[config.mk]
export PLATFORM = sky130hd
export DESIGN_NAME = lcd_text_display
export DESIGN_NICKNAME = d
export VERILOG_FILES = /design/src/source/lcd_pkg.sv /design/src/source/lcd_cmd_decoder.sv /design/src/source/lcd_bus_timer.sv /design/src/source/lcd_cursor_tracker.sv /design/src/source/lcd_text_display.sv
export SDC_FILE = /design/constraint.sdc
export NUM_CORES = 1
export LEC_CHECK = 0
export BUFFER_PORTS_ARGS = -buffer_cell sky130_fd_sc_hd__buf_4
export CAP_MARGIN = 20
export CORE_MARGIN = 5
export CORE_UTILIZATION = 60
export DETAILED_ROUTE_END_ITERATION = 10
export PLACE_DENSITY_LB_ADDON = 0.3
export SKIP_LAST_GASP = 1
export SYNTH_ARGS = -nofsm -noshare
export SYNTH_HDL_FRONTEND = slang
export SYNTH_SLANG_ARGS = --single-unit
[constraint.sdc]
create_clock -name clk -period 3 [get_ports clk]
set_input_delay 0.6 -clock clk [delete_from_list [all_inputs] [get_ports clk]]
set_output_delay 0.6 -clock clk [all_outputs]
set_load 0.01 [all_outputs]
[src/source/lcd_pkg.sv]
`default_nettype none

package lcd_pkg;

	// host operations, one bus word each
	typedef enum logic [2:0] {
		op_clear      = 3'd0,
		op_home       = 3'd1,
		op_set_pos    = 3'd2,
		op_write_char = 3'd3,
		op_raw_cmd    = 3'd4
	} lcd_op_e;

	typedef logic [7:0]  lcd_byte_t;  // panel data or instruction byte
	typedef logic [6:0]  lcd_addr_t;  // ddram address
	typedef logic        lcd_row_t;
	typedef logic [5:0]  lcd_col_t;   // 0 to 39 on a line
	typedef logic [15:0] us_count_t;  // microsecond-scaled cycle counts

	// one bus transfer, same bit order as {rs, rw, data}
	typedef struct packed {
		logic      rs;    // 1 selects the data register
		logic      rw;
		lcd_byte_t data;
	} lcd_word_t;

	typedef struct packed {
		logic two_lines;
		logic font_5x10;
		logic display_on;
		logic cursor_on;
		logic blink_on;
		logic increment;
		logic shift;
	} lcd_cfg_t;

	typedef struct packed {
		lcd_op_e   op;
		lcd_row_t  row;
		lcd_col_t  col;
		lcd_byte_t arg;   // character or raw instruction
	} host_req_t;

endpackage

`default_nettype wire

[src/source/lcd_cmd_decoder.sv]
`default_nettype none

module lcd_cmd_decoder import lcd_pkg::*; #(
	parameter int QUEUE_DEPTH = 4
) (
	input  logic      clk,
	input  logic      rst_n,
	input  logic      req,
	input  host_req_t req_data,
	input  logic      take,
	output logic      full,
	output logic      word_avail,
	output lcd_word_t word
);

	localparam int PTR_W = $clog2(QUEUE_DEPTH);

	lcd_word_t          queue_mem [QUEUE_DEPTH];
	logic [PTR_W-1:0]   wr_ptr;
	logic [PTR_W-1:0]   rd_ptr;
	logic [PTR_W:0]     count;
	logic               push;
	logic               pop;
	lcd_word_t          new_word;

	// one host operation to one bus word
	function automatic lcd_word_t decode_req(input host_req_t r);
		lcd_word_t w;
		w = '{rs: 1'b0, rw: 1'b0, data: 8'h00};
		case (r.op)
			op_clear:   w.data = 8'h01;
			op_home:    w.data = 8'h02;
			op_set_pos: w.data = {1'b1, r.row, r.col}; // 0x80 + row*0x40 + col
			op_write_char: begin
				w.rs   = 1'b1;
				w.data = r.arg;
			end
			op_raw_cmd: w.data = r.arg;
			default:    w.data = 8'h00;
		endcase
		return w;
	endfunction

	assign new_word   = decode_req(req_data);
	assign full       = (count == (PTR_W + 1)'(QUEUE_DEPTH));
	assign word_avail = (count != '0);
	assign push       = req && !full;  // strobe while full is lost
	assign pop        = take && word_avail;
	assign word       = queue_mem[rd_ptr];

	always_ff @(posedge clk) begin
		if (push) begin
			queue_mem[wr_ptr] <= new_word;
		end
	end

	always_ff @(posedge clk) begin
		if (!rst_n) begin
			wr_ptr <= '0;
			rd_ptr <= '0;
			count  <= '0;
		end else begin
			if (push) begin
				wr_ptr <= wr_ptr + 1'b1;  // wraps, depth is a power of two
			end
			if (pop) begin
				rd_ptr <= rd_ptr + 1'b1;
			end
			case ({push, pop})
				2'b10:   count <= count + 1'b1;
				2'b01:   count <= count - 1'b1;
				default: count <= count;
			endcase
		end
	end

	// host has to watch full before strobing
	a_no_req_when_full: assert property (
		@(posedge clk) disable iff (!rst_n)
		req |-> !full
	);

	// bus timer only accepts a word that is there
	a_no_take_when_empty: assert property (
		@(posedge clk) disable iff (!rst_n)
		take |-> word_avail
	);

endmodule

`default_nettype wire

[src/source/lcd_bus_timer.sv]
`default_nettype none

module lcd_bus_timer import lcd_pkg::*; #(
	parameter int CYCLES_PER_US = 40
) (
	input  logic      clk,
	input  logic      rst_n,
	input  lcd_cfg_t  cfg,
	input  logic      word_avail,
	input  lcd_word_t word,
	output logic      take,
	output logic      done,
	output logic      init_done,
	output logic      ready,
	output lcd_word_t done_word,
	output logic      e,
	output logic      rs,
	output logic      rw,
	output lcd_byte_t lcd_data
);

	localparam us_count_t U = us_count_t'(CYCLES_PER_US);

	localparam us_count_t T_POWER    = us_count_t'(500 * CYCLES_PER_US);
	// init steps, e-high windows and the waits after them
	localparam us_count_t T_FSET     = us_count_t'(10 * CYCLES_PER_US);
	localparam us_count_t T_DISP_ON  = us_count_t'(60 * CYCLES_PER_US);
	localparam us_count_t T_DISP_OFF = us_count_t'(70 * CYCLES_PER_US);
	localparam us_count_t T_CLR_ON   = us_count_t'(120 * CYCLES_PER_US);
	localparam us_count_t T_CLR_OFF  = us_count_t'(130 * CYCLES_PER_US);
	localparam us_count_t T_ENTRY_ON = us_count_t'(330 * CYCLES_PER_US);
	localparam us_count_t T_ENTRY_OFF = us_count_t'(340 * CYCLES_PER_US);
	localparam us_count_t T_INIT_END = us_count_t'(440 * CYCLES_PER_US);
	// transfer window
	localparam us_count_t T_E_FALL   = us_count_t'(14 * CYCLES_PER_US);
	localparam us_count_t T_XFER_END = us_count_t'(50 * CYCLES_PER_US);

	typedef enum logic [1:0] {
		power_up,
		init_seq,
		idle,
		transfer
	} timer_state_e;

	timer_state_e state;
	us_count_t    cnt;
	us_count_t    cnt_nxt;
	us_count_t    init_pos;
	us_count_t    xfer_pos;
	logic         init_e;
	lcd_byte_t    init_data;
	lcd_word_t    init_word;
	logic         xfer_e;
	lcd_word_t    bus_word;  // drives the pins, held for the whole window

	assign cnt_nxt  = cnt + 1'b1;
	assign init_pos = (state == init_seq) ? cnt_nxt : '0;  // 0 on entry from power_up
	assign xfer_pos = (state == transfer) ? cnt_nxt : us_count_t'(1);

	// fixed init sequence, e high 10 us per instruction
	always_comb begin
		init_e    = 1'b0;
		init_data = '0;
		if (init_pos < T_FSET) begin
			init_e    = 1'b1;
			init_data = {4'b0011, cfg.two_lines, cfg.font_5x10, 2'b00};
		end else if (init_pos >= T_DISP_ON && init_pos < T_DISP_OFF) begin
			init_e    = 1'b1;
			init_data = {5'b00001, cfg.display_on, cfg.cursor_on, cfg.blink_on};
		end else if (init_pos >= T_CLR_ON && init_pos < T_CLR_OFF) begin
			init_e    = 1'b1;
			init_data = 8'h01;
		end else if (init_pos >= T_ENTRY_ON && init_pos < T_ENTRY_OFF) begin
			init_e    = 1'b1;
			init_data = {6'b000001, cfg.increment, cfg.shift};
		end
	end

	assign init_word = '{rs: 1'b0, rw: 1'b0, data: init_data};
	assign xfer_e    = (xfer_pos >= U) && (xfer_pos < T_E_FALL);  // 13 us high

	assign take      = (state == idle) && word_avail;
	assign ready     = (state == idle);
	assign done_word = bus_word;
	assign rs        = bus_word.rs;
	assign rw        = bus_word.rw;
	assign lcd_data  = bus_word.data;

	always_ff @(posedge clk) begin
		if (!rst_n) begin
			state     <= power_up;
			cnt       <= '0;
			e         <= 1'b0;
			done      <= 1'b0;
			init_done <= 1'b0;
			bus_word  <= '0;
		end else begin
			done      <= 1'b0;
			init_done <= 1'b0;
			case (state)
				power_up: begin
					if (cnt_nxt == T_POWER) begin
						state    <= init_seq;
						cnt      <= '0;
						e        <= init_e;  // function set starts right away
						bus_word <= init_word;
					end else begin
						cnt <= cnt_nxt;
					end
				end
				init_seq: begin
					if (cnt_nxt == T_INIT_END) begin
						state     <= idle;
						cnt       <= '0;
						e         <= 1'b0;
						bus_word  <= '0;
						init_done <= 1'b1;
					end else begin
						cnt      <= cnt_nxt;
						e        <= init_e;
						bus_word <= init_word;
					end
				end
				idle: begin
					if (take) begin
						state    <= transfer;
						cnt      <= us_count_t'(1);  // counts cycles since take
						e        <= xfer_e;
						bus_word <= word;
					end
				end
				transfer: begin
					if (cnt == T_XFER_END) begin
						state    <= idle;
						cnt      <= '0;
						e        <= 1'b0;
						bus_word <= '0;
					end else begin
						cnt  <= cnt_nxt;
						e    <= xfer_e;
						done <= (cnt_nxt == T_XFER_END);
					end
				end
				default: state <= power_up;
			endcase
		end
	end

	a_e_not_idle: assert property (
		@(posedge clk) disable iff (!rst_n)
		e |-> state != idle
	);

endmodule

`default_nettype wire

[src/source/lcd_cursor_tracker.sv]
`default_nettype none

module lcd_cursor_tracker import lcd_pkg::*; (
	input  logic      clk,
	input  logic      rst_n,
	input  lcd_cfg_t  cfg,
	input  logic      init_done,
	input  logic      done,
	input  lcd_word_t done_word,
	output lcd_row_t  cursor_row,
	output lcd_col_t  cursor_col
);

	localparam lcd_col_t LAST_COL = 6'd39;

	lcd_addr_t addr;
	lcd_col_t  col_step;
	logic      is_clear_home;

	// clear is 0x01, home is 0x02 or 0x03
	assign is_clear_home = (done_word.data == 8'h01) || (done_word.data[7:1] == 7'b0000001);

	// data writes move the column and stay on the row
	always_comb begin
		if (cfg.increment) begin
			col_step = (addr[5:0] >= LAST_COL) ? '0 : addr[5:0] + 1'b1;
		end else begin
			col_step = (addr[5:0] == '0) ? LAST_COL : addr[5:0] - 1'b1;
		end
	end

	always_ff @(posedge clk) begin
		if (!rst_n) begin
			addr <= '0;
		end else if (init_done) begin
			addr <= '0;  // init ends with a clear
		end else if (done) begin
			if (done_word.rs) begin
				addr <= {addr[6], col_step};
			end else if (is_clear_home) begin
				addr <= '0;
			end else if (done_word.data[7]) begin
				addr <= done_word.data[6:0];  // set ddram address
			end
		end
	end

	assign cursor_row = addr[6];
	assign cursor_col = addr[5:0];

	a_col_in_range: assert property (
		@(posedge clk) disable iff (!rst_n)
		cursor_col <= LAST_COL
	);

endmodule

`default_nettype wire

[src/source/lcd_text_display.sv]
`default_nettype none

module lcd_text_display import lcd_pkg::*; #(
	parameter int CYCLES_PER_US = 40,
	parameter int QUEUE_DEPTH   = 4
) (
	input  logic      clk,
	input  logic      rst_n,
	input  lcd_cfg_t  cfg,
	input  logic      req,
	input  host_req_t req_data,
	output logic      full,
	output logic      ready,
	output logic      e,
	output logic      rs,
	output logic      rw,
	output lcd_byte_t lcd_data,
	output lcd_row_t  cursor_row,
	output lcd_col_t  cursor_col
);

	lcd_word_t word;
	logic      word_avail;
	logic      take;
	logic      done;
	logic      init_done;
	lcd_word_t done_word;  // word whose window just closed

	lcd_cmd_decoder #(
		.QUEUE_DEPTH(QUEUE_DEPTH)
	) decoder_i (
		.clk       (clk),
		.rst_n     (rst_n),
		.req       (req),
		.req_data  (req_data),
		.take      (take),
		.full      (full),
		.word_avail(word_avail),
		.word      (word)
	);

	lcd_bus_timer #(
		.CYCLES_PER_US(CYCLES_PER_US)
	) timer_i (
		.clk       (clk),
		.rst_n     (rst_n),
		.cfg       (cfg),
		.word_avail(word_avail),
		.word      (word),
		.take      (take),
		.done      (done),
		.init_done (init_done),
		.ready     (ready),
		.done_word (done_word),
		.e         (e),
		.rs        (rs),
		.rw        (rw),
		.lcd_data  (lcd_data)
	);

	lcd_cursor_tracker tracker_i (
		.clk       (clk),
		.rst_n     (rst_n),
		.cfg       (cfg),
		.init_done (init_done),
		.done      (done),
		.done_word (done_word),
		.cursor_row(cursor_row),
		.cursor_col(cursor_col)
	);

endmodule

`default_nettype wire

## After elaboration in Yosys (flattened, before gate mapping)

Memories as Yosys holds them, arrays and structs flattened. A register that Yosys moved wholly into a read port is not among the register bits.
Cells that the tools add are included.

| operators by class | value |
|---|---|
| add/sub/neg operators | 7 |
| order comparisons | 10 |
| equal/unequal tests | 20 |
| multiplexer cells | 44 |
| bitwise logic cells | 3 |
| reduce and logical (&&, ||, !) cells | 25 |

Operators with widths:

| operator | number |
|---|---|
| $mux W16 | 6 |
| $pmux W16 S4 | 1 |
| $pmux W10 S4 | 1 |
| $eq A16 B11 Y1 const B | 2 |
| $eq A16 B15 Y1 const B | 2 |
| $mux W8 | 4 |
| $pmux W8 S4 | 1 |
| $mux W10 | 3 |
| $mux W6 | 4 |
| $add A16 B1 Y16 const B | 1 |
| $ge A16 B12 Y1 const B | 1 |
| $ge A16 B13 Y1 const B | 1 |
| $ge A16 B14 Y1 const B | 1 |
| $ge A16 B6 Y1 const B | 1 |
| $lt A16 B10 Y1 const B | 1 |
| $lt A16 B12 Y1 const B | 1 |
| $lt A16 B13 Y1 const B | 1 |
| $lt A16 B14 Y1 const B | 1 |
| $lt A16 B9 Y1 const B | 1 |
| $mux W7 | 2 |
| $mux W1 | 12 |
| $mux W2 | 6 |
| $eq A8 B1 Y1 const B | 1 |
| $pmux W2 S4 | 1 |
| 31 further kinds | 53 |

| storage, ports and cells | value |
|---|---|
| bits in registers | 45 |
| bits in writable memories | 36 |
| input port bits | 28 |
| output and inout port bits | 20 |
| logic and storage cells | 123 |
| memories | 1 |

Memories:

| name | words | bits a word | read ports | clocked after Yosys merged registers in | wr ports | RTL line | text |
|---|---|---|---|---|---|---|---|
| decoder_i.queue_mem | 4 | 9 | 1 | 1 | 1 | lcd_cmd_decoder.sv:18 | `lcd_word_t queue_mem [QUEUE_DEPTH];` |

## Longest topological paths before layout

Gate-level depths: netlist of the first run.

| depth | value |
|---|---|
| depth after elaboration | 10 |
| mapped depth | 12 |
| depth with buffers taken out | 10 |

## Hierarchy

Synthesis of the first run repeated with hierarchy kept, for this count alone.

| second synthesis, totals | value |
|---|---|
| cells, all modules | 589 |
| area total of the unflattened synthesis | 5574.1 µm² |

Modules (own cells, without submodules):

| module | times used | cells an instance | area an instance (µm²) | sequential area each (µm²) |
|---|---|---|---|---|
| lcd_bus_timer | 1 | 351 | 2791.4 | 620.6 |
| lcd_cmd_decoder | 1 | 133 | 2001.9 | 1261.2 |
| lcd_cursor_tracker | 1 | 105 | 780.7 | 140.1 |

## Least setup slack after synthesis of the first run

Ideal clock, no wire load.

| timing | value |
|---|---|
| path type | flip-flop to flip-flop |
| start point | reg timer_i.cnt[8] |
| end point | reg timer_i.cnt[11] |
| setup time | 128 ps |
| data arrival time | 2527 ps |
| required time | 2872 ps |
| path slack | 346 ps |
| cell stages (with the launch flop) | 12 |
| buffers on the path | 3 |
| clock period less this slack | 2654 ps |
| path through | dfxtp_1 -> buf_2 -> nand4_2 -> nor4_1 -> xor2_1 -> nor4_2 -> nand2_2 -> o32a_1 -> buf_4 -> buf_6 -> a22oi_1 -> nor2_1 |

| on the way | value |
|---|---|
| cells in the longest elaborated chain, start to end | 4 |
| elaborated cells between the ends (all ways) | 8 |
| classes of those cells | add/sub: 1; eq/ne: 3; mux: 4 |

RTL lines:

| item | RTL line | text |
|---|---|---|
| from (decl) | lcd_bus_timer.sv:46 | `us_count_t cnt;` |
| from (signal assigned) | lcd_bus_timer.sv:108 | `cnt <= cnt_nxt;` |
| from (signal assigned) | lcd_bus_timer.sv:119 | `cnt <= cnt_nxt;` |
| from (signal assigned) | lcd_bus_timer.sv:127 | `cnt <= us_count_t'(1);` |
| $add A16 B1 Y16 | lcd_bus_timer.sv:56 | `assign cnt_nxt = cnt + 1'b1;` |
| $eq A16 B15 Y1 (on tied branches) | lcd_bus_timer.sv:112, lcd_bus_timer.sv:102 |  |
| $mux W16 (on tied branches) | lcd_bus_timer.sv:112, lcd_bus_timer.sv:102 |  |
| $pmux W16 S4 (*) | lcd_bus_timer.sv:100 | `case (state)` |

Mark *: on every way between the ends. The rest lies on a longest branch, timed or not.
A chain may end at the register's enable or synchronous reset.

## Worst setup path in the final report of the first run

| timing | value |
|---|---|
| start point | reg timer_i.cnt[7] |
| end point | reg timer_i.cnt[13] |

Same word-level chain as after synthesis.

==> results.txt, run 1 <==
----------------------------------------------------
[STA]
  Fmax ... ~360 MHz
  Final worst path period share ... between 90% and 100%
  Hold slack ... 0.509 ns
  Final hold violations ... 0
  Total negative setup slack ... 0 ns
  Final-report max-slew violation count ... 0
  RSZ-0062 raised after global routing ... no
  Actual slew at the worst max-slew pin ... ~0.66 ns
  Worst max-slew margin expressed relative to the limit ... between 50% and 60%
  Fin crit period ... 2.81 ns
  Final Setup Violations ... 0
  Layout Skew ... roughly 0.012 ns

[Die]
  Die span in x ... about 100 µm
  Vertical die dimension ... ~100 µm
  Die Footprint ... 10100 µm²
  Core ar. ... 8090 µm²
  Initial core utilization ... between 60% and 70%
  Number of top-level design ports ... 48
  Std-Cell Rows ... 33

[Routing]
  Detailed-route wire length ... 12.6 mm
  Per-cell via count in the routed design ... approximately 6.3
  Initial drt markers ... 362
  Routed Antenna Nets ... 0
  Wirelength per Cell ... between 15 and 20 µm
  Detailed-route via count ... 4355
  Number of detailed-routing iterations run before antenna repair ... 5
  DRC violations left ... 0

[Clock tree]
  Number of buffers between clock root and the deepest sink ... 2
  Clock tree from TritonCTS ... yes
  Worst skew pair latency ... 0.36 ns
  Post-CTS Hold Buffers ... 0
  Num Clock Sinks ... 82
  CTS Root Cell ... sky130_fd_sc_hd__clkbuf_8
  Number of buffers added by the clock tree synthesis step ... 9
  Reg clk slew, reported paths ... ~0.090 ns
  Maximum level of the CTS H-tree ... 3

[Global routing]
  Antenna violations before repair ... 0
  Pin count of the biggest net entering global routing ... 23
  Vias in the first global route ... 4227
  Overall Global Routing Usage ... between 20% and 30%
  Global route total overflow ... 0
  Wire length of the first global-routing pass ... between 20 and 25 mm

[Placement]
  # placed instances ... 670
  Final weighted congestion in routability-driven placement ... 1.08
  Number of input and output port buffers inserted ... 46
  Detail Placement HPWL ... 9.23 mm

[Logic synthesis]
  Area fraction in compound gates after synthesis ... just over 20%
  Syn nets ... about 570
  Average cell area after synthesis ... just over 9 µm²
  Synth cell types ... 80
  Netlist area before placement ... between 4000 and 5000 µm²
  Share of async-settable or async-resettable flops after synthesis ... 0%
  Number of cells produced by synthesis ... 527
  Adder-Cell Fraction of Synth Area ... 2.96%
  Count of flip-flops with a built-in enable after synthesis ... 36
  Area share of the leading cell type in the synthesized netlist ... around 22%
  Post-synthesis cell type with the largest combined area ... sky130_fd_sc_hd__edfxtp_1
  Share of cell area taken by muxes after synthesis ... under 10%
  #FFs+latches synth ... 82
  Xor/xnor share of the synthesized area ... under 10%
  Largest family of logic cells by synthesized area ... simple AND/OR/NAND/NOR gates
  Simple-gate portion of the synthesized area ... a little over a fifth
  Share of the yosys chip area belonging to registers ... around 41%
  Synth area leaders ... sky130_fd_sc_hd__edfxtp_1 (22%), sky130_fd_sc_hd__dfxtp_1 (19%), sky130_fd_sc_hd__mux4_2 (4.1%)
  Yosys warnings ... 0
  Most instantiated flip-flop cell in the synthesis netlist ... sky130_fd_sc_hd__dfxtp_1

[Run]
  Max-capacitance violation count ... 0

[Setup path]
  CP endpoint kind ... flip-flop
  Required time reported for the critical path endpoint ... between 3 and 4 ns
  Worst Setup Path Type ... flip-flop to flip-flop
  Slack of the worst reg-to-reg path ... 0.19 ns
  Highest net fanout along the worst path ... 12
  Kind of start point of the critical path ... flip-flop
  Arrival time at the worst endpoint ... around 3.0 ns

[Finish]
  Most common library cell in the layout ignoring fill and taps ... sky130_fd_sc_hd__buf_4
  Fraction of layout cells with a size suffix above 1 ... between 20% and 30%
  Filler Cell Count ... ~620
  Most used cells in the layout excluding fill and tap cells ... sky130_fd_sc_hd__buf_4 (75), sky130_fd_sc_hd__nand2_1 (53), sky130_fd_sc_hd__nor2_1 (46), sky130_fd_sc_hd__dfxtp_1 (42), sky130_fd_sc_hd__edfxtp_1 (36)
  Net count, final ... roughly 620
  Area Overhead vs Synth ... 16.4%
  N_diodes ... 0
  Non-filler instance count after layout ... ~690

[Power]
  Power density normalized to cell area ... 406 nW/µm²
  Sum of internal, switching and leakage power ... 2.32 mW
  Leakage power ... roughly 2.1 nW
  Peak supply drop ... around 380 µV

[Min path]
  Type of the worst min-delay path ... flip-flop to flip-flop

[Outcome]
  Outcome ... completed

----------------------------------------------------
-- state kept, by name, indices dropped and copies added (netlist names), named ones only --
register and flops:
decoder_i.queue_mem 36, timer_i.cnt 16, timer_i.lcd_data 8, tracker_i.addr 7, decoder_i.count 3, decoder_i.rd_ptr 2, decoder_i.wr_ptr 2, timer_i.state 2
timer_i.done 1, timer_i.e 1, timer_i.init_done 1, timer_i.rs 1
-- cells in the mapped netlist (7+ instances only) --
master and number:
sky130_fd_sc_hd__nor2b_1 7, sky130_fd_sc_hd__nor2_1 46, sky130_fd_sc_hd__nand4_1 8, sky130_fd_sc_hd__inv_1 21, sky130_fd_sc_hd__nand2_1 53, sky130_fd_sc_hd__o21ai_0 28, sky130_fd_sc_hd__and2_1 9, sky130_fd_sc_hd__mux2i_1 7
sky130_fd_sc_hd__a31oi_1 12, sky130_fd_sc_hd__buf_2 14, sky130_fd_sc_hd__xnor2_1 12, sky130_fd_sc_hd__dfxtp_1 46, sky130_fd_sc_hd__o31ai_1 7, sky130_fd_sc_hd__xor2_1 9, sky130_fd_sc_hd__o211ai_1 8, sky130_fd_sc_hd__clkbuf_1 17
sky130_fd_sc_hd__nand3_1 15, sky130_fd_sc_hd__ha_1 10, sky130_fd_sc_hd__a21oi_1 22, sky130_fd_sc_hd__a22oi_1 11, sky130_fd_sc_hd__and3_1 12, sky130_fd_sc_hd__mux4_2 9, sky130_fd_sc_hd__edfxtp_1 36
-- metrics by stage --
| step | utilization [%] | worst slack (ns) | area (µm²) |
|---|---|---|---|
| CTS | 70.1 | 0.112 | 5670 |
| finish | 70.6 | 0.188 | 5710 |
| global route | 70.6 | 0.0140 | 5710 |
| global placement | 67.2 | 0.156 | 5440 |
| detailed placement | 67.2 | 0.141 | 5440 |
| floorplan | - | 0.346 | 4910 |
-- timing repair --
action	4_1_cts	5_1_grt
setup buffers	0	1
gates resized for setup	0	11
endpoints found under the setup margin	0	17
-- worst max-delay path, stage by stage (launching register included) --
cell	delay [ns]
sky130_fd_sc_hd__dfxtp_1	0.47
sky130_fd_sc_hd__and4_1	0.31
sky130_fd_sc_hd__nand2_1	0.13
sky130_fd_sc_hd__or4_4	0.58
sky130_fd_sc_hd__a21oi_4	0.23
sky130_fd_sc_hd__nand2_2	0.09
sky130_fd_sc_hd__o32a_2	0.46
sky130_fd_sc_hd__buf_12	0.17
sky130_fd_sc_hd__a22oi_1	0.19
sky130_fd_sc_hd__nor2_1	0.06
-- where the power goes --
part | internal (mW) | switching [mW]
sequential | 1.21 | 0.0164
combinational | 0.0772 | 0.102
clock | 0.486 | 0.433
total | 1.77 | 0.552
-- worst paths after layout --
path	from	endpoint	cells after the start
worst max register to register	timer_i.cnt[7]	timer_i.cnt[13]	9
worst max-delay path	timer_i.cnt[7]	timer_i.cnt[13]	9
worst min-delay path	tracker_i.addr[6]	tracker_i.addr[6]	2
worst min register to register	tracker_i.addr[6]	tracker_i.addr[6]	2
-- layer usage --
layer	GRT usage [%]	share of wire (%)	vias up	wire, µm
met4	9.33	1.9	0	240
met2	41.6	48	199	5990
met3	5.21	7.6	21	955
met1	34.5	43	2075	5380
li1	-	-	2060	-
met5	0	0	-	0
-- cell families after synthesis --
family	Yosys count
compound gates	142
xor+xnor	21
fa+ha+maj	11
buf+inv	59
flops	82
mux	16
other cells	1
simple gates	195
-- area by class of cell --
type	count	area [µm²]	area share, %
Tap cell	105	131	2.30
Timing Repair Buffer	76	583	10.2
Clock inverter	7	109	1.91
Sequential cell	82	2010	35.1
Inverter	22	82.6	1.45
Multi-Input combinational cell	386	2680	46.8
Clock buffer	9	124	2.17
No activity file was read; power rests on OpenSTA's default activity.
==> inputs of run 2 (changes only) <==
--- a/config.mk
+++ b/config.mk
@@ -5,11 +5,11 @@
 export SDC_FILE = /design/constraint.sdc
 export NUM_CORES = 1
 export LEC_CHECK = 0
-export BUFFER_PORTS_ARGS = -buffer_cell sky130_fd_sc_hd__buf_4
 export CAP_MARGIN = 20
 export CORE_MARGIN = 5
-export CORE_UTILIZATION = 60
+export CORE_UTILIZATION = 28
 export DETAILED_ROUTE_END_ITERATION = 10
+export DONT_BUFFER_PORTS = 1
 export PLACE_DENSITY_LB_ADDON = 0.3
 export SKIP_LAST_GASP = 1
 export SYNTH_ARGS = -nofsm -noshare
==> results.txt, run 2 (synthesis results as in run 1) <==
----------------------------------------------------
[Finish]
  Area Overhead vs Synth ... 13.7% (was 16.4%)
  Fraction of layout cells with a size suffix above 1 ... 14.9% (was 22.0%)
  Largest register by flop count ... decoder_i.queue_mem (unchanged)
  Final core utilization ... 32.4% (was 70.6%)
  Most common library cell in the layout ignoring fill and taps ... sky130_fd_sc_hd__nand2_1 (was sky130_fd_sc_hd__buf_4)
  N_diodes ... 0 (unchanged)
  Most used cells in the layout excluding fill and tap cells ... sky130_fd_sc_hd__nand2_1 (53), sky130_fd_sc_hd__nor2_1 (46), sky130_fd_sc_hd__dfxtp_1 (40), sky130_fd_sc_hd__edfxtp_1 (36), sky130_fd_sc_hd__buf_4 (31) (was sky130_fd_sc_hd__buf_4 (75), sky130_fd_sc_hd__nand2_1 (53), sky130_fd_sc_hd__nor2_1 (46), sky130_fd_sc_hd__dfxtp_1 (42), sky130_fd_sc_hd__edfxtp_1 (36))
  Flip-flop count of the largest register after layout ... 36 (unchanged)
  Net count, final ... 572 (was 616)

[Min path]
  Type of the worst min-delay path ... primary input to flip-flop (was flip-flop to flip-flop)
  Worst hold path stage count ... 1 (was 2)
  Hold Crit Start ... rst_n (was tracker_i.addr[6])
  Sink of the worst hold path ... timer_i.lcd_data[7] (was tracker_i.addr[6])

[Die]
  Die Footprint ... 20300 µm² (was 10100 µm²)
  Core ar. ... 17200 µm² (was 8090 µm²)
  Initial core utilization ... 28.5% (was 60.6%)
  Die span in x ... 142 µm (was 100 µm)
  Std-Cell Rows ... 48 (was 33)
  Vertical die dimension ... 142 µm (was 100 µm)
  Number of top-level design ports ... 48 (unchanged)

[Power]
  Total net switching power ... 0.613 mW (was 0.552 mW)
  Net switching share of the total power ... 24.9% (was 23.8%)
  Cell-internal power ... 1.85 mW (was 1.77 mW)
  Power density normalized to cell area ... 441 nW/µm² (was 406 nW/µm²)
  Leakage power ... 1.93 nW (was 2.14 nW)
  Sum of internal, switching and leakage power ... 2.46 mW (was 2.32 mW)
  Share of power burned in combinational logic ... 5.8% (was 7.7%)
  Portion of total power attributed to sequential cells ... 49.6% (was 52.7%)
  Peak supply drop ... 276 µV (was 375 µV)
  Share of total power in the clock network ... 44.6% (was 39.6%)

[Setup path]
  Required time reported for the critical path endpoint ... 3.21 ns (was 3.23 ns)
  Worst flop-to-flop path endpoint ... timer_i.cnt[9] (was timer_i.cnt[13])
  Highest net fanout along the worst path ... 18 (was 12)
  Arrival time at the worst endpoint ... 3.02 ns (was 3.04 ns)
  Slack of the worst reg-to-reg path ... 0.19 ns (about the same)
  Startpoint of the most critical register-to-register path ... timer_i.cnt[0] (was timer_i.cnt[7])
  CP endpoint kind ... flip-flop (unchanged)
  Cells on worst reg2reg path ... 11 (was 9)
  Kind of start point of the critical path ... flip-flop (unchanged)
  Worst Setup Path Type ... flip-flop to flip-flop (unchanged)

[Placement]
  Number of input and output port buffers inserted ... 0 (was 46)
  Final weighted congestion in routability-driven placement ... 0.916 (was 1.08)
  Detail Placement HPWL ... 9.95 mm (was 9.23 mm)

[Clock tree]
  Number of buffers added by the clock tree synthesis step ... 9 (unchanged)
  Post-CTS Hold Buffers ... 0 (unchanged)
  Worst skew pair latency ... 0.35 ns (was 0.36 ns)
  Clock tree from TritonCTS ... yes (unchanged)
  Number of buffers between clock root and the deepest sink ... 2 (unchanged)
  CTS Root Cell ... sky130_fd_sc_hd__clkbuf_16 (was sky130_fd_sc_hd__clkbuf_8)
  Num Clock Sinks ... 82 (unchanged)
  Reg clk slew, reported paths ... 0.07 ns (was 0.09 ns)
  Maximum level of the CTS H-tree ... 3 (unchanged)

[Global routing]
  Overall Global Routing Usage ... 13.4% (was 25.8%)
  Wire length of the first global-routing pass ... 21.4 mm (was 20.8 mm)
  Pin count of the biggest net entering global routing ... 23 (unchanged)
  Global route total overflow ... 0 (unchanged)
  Antenna violations before repair ... 0 (unchanged)
  Vias in the first global route ... 3921 (was 4227)

[STA]
  Layout Skew ... 0.00903 ns (was 0.0123 ns)
  Hold slack ... 0.382 ns (was 0.509 ns)
  Fin crit period ... 2.81 ns (about the same)
  Worst max-slew margin expressed relative to the limit ... 51.8% (was 55.9%)
  Fmax ... 355 MHz (was 356 MHz)
  RSZ-0062 raised after global routing ... no (unchanged)
  Final hold violations ... 0 (unchanged)
  Final worst path period share ... 93.8% (was 93.7%)
  Final Setup Violations ... 0 (unchanged)
  Final-report max-slew violation count ... 0 (unchanged)
  Actual slew at the worst max-slew pin ... 0.718 ns (was 0.656 ns)

[Routing]
  Routed Antenna Nets ... 0 (unchanged)
  Per-cell via count in the routed design ... 5.34 (was 6.34)
  Initial drt markers ... 281 (was 362)
  Number of detailed-routing iterations run before antenna repair ... 6 (was 5)
  Detailed-route via count ... 4078 (was 4355)
  Wirelength per Cell ... 17.6 µm (was 18.3 µm)
  Detailed-route wire length ... 13.4 mm (was 12.6 mm)
  DRC violations left ... 0 (unchanged)

[Outcome]
  Outcome ... completed (unchanged)

[Run]
  Max-capacitance violation count ... 0 (unchanged)

----------------------------------------------------
-- run 2: routing by layer --
layer	global-route usage (%)	routed length, µm	up-vias
li1	-	-	1974
met1	17.6	6170	1991
met2	22.1	6480	101
met3	2.55	604	12
met4	4.70	195	0
met5	0	0	-
-- run 2: critical path: stages, from the launching register on --
cell and delay (ns):
sky130_fd_sc_hd__dfxtp_1 0.34, sky130_fd_sc_hd__ha_1 0.29, sky130_fd_sc_hd__buf_4 0.21, sky130_fd_sc_hd__nor2b_1 0.18
sky130_fd_sc_hd__a22oi_1 0.11, sky130_fd_sc_hd__o21ai_0 0.46, sky130_fd_sc_hd__and4b_1 0.32, sky130_fd_sc_hd__a31oi_2 0.11
sky130_fd_sc_hd__o32a_1 0.22, sky130_fd_sc_hd__buf_12 0.17, sky130_fd_sc_hd__a22oi_1 0.20, sky130_fd_sc_hd__nor2_1 0.05
-- run 2: timing repair --
item,4_1_cts,5_1_grt
buffers inserted,2,0
setup endpoints to repair,1,27
pin swaps,1,0
endpoints found under the hold margin,0,0
resized for setup,0,7
-- run 2: through the flow --
stage	setup slack, ns	TNS (ns)	std cells	instance area (µm²)
after global placement	0.0704	0	745	5250
final	0.186	0	763	5580
after global routing	0.00335	0	763	5580
after floorplan	0.346	0	527	4910
after CTS	0.0600	0	763	5560
after detailed placement	-0.00395	-0.00395	745	5250
-- run 2: area by class of cell --
cell class                 count  area, µm²
sequential                    82       2010
tap                          225        282
timing repair buffer          32        253
multi-input combinational    386       2650
fill                        1776      11700
inverter                      22       82.6
clock inverter                 7       72.6
clock buffer                   9        225
-- run 2: power by group through the flow --
stage | registers, mW | logic (mW) | clock network, mW
after floorplan | 1.24 | 0.111 | 0
after global placement | 1.24 | 0.136 | 0
after detailed placement | 1.25 | 0.144 | 0
after CTS | 1.22 | 0.145 | 1.12
after global routing | 1.22 | 0.160 | 1.17
final | 1.22 | 0.142 | 1.10
-- run 2: how the worst max path moves through the flow --
| stage | start | end | slack [ns] | cells past startpoint |
|---|---|---|---|---|
| floorplan | timer_i.cnt[8] | timer_i.cnt[11] | 0.35 | 11 |
| global placement | timer_i.cnt[3] | timer_i.cnt[6] | 0.07 | 10 |
| detailed placement | timer_i.cnt[3] | timer_i.cnt[6] | -0.004 | 10 |
| CTS | timer_i.cnt[3] | timer_i.cnt[9] | 0.06 | 9 |
| global route | timer_i.cnt[0] | timer_i.lcd_data[3] | 0.003 | 11 |
| finish | timer_i.cnt[0] | timer_i.cnt[9] | 0.19 | 11 |
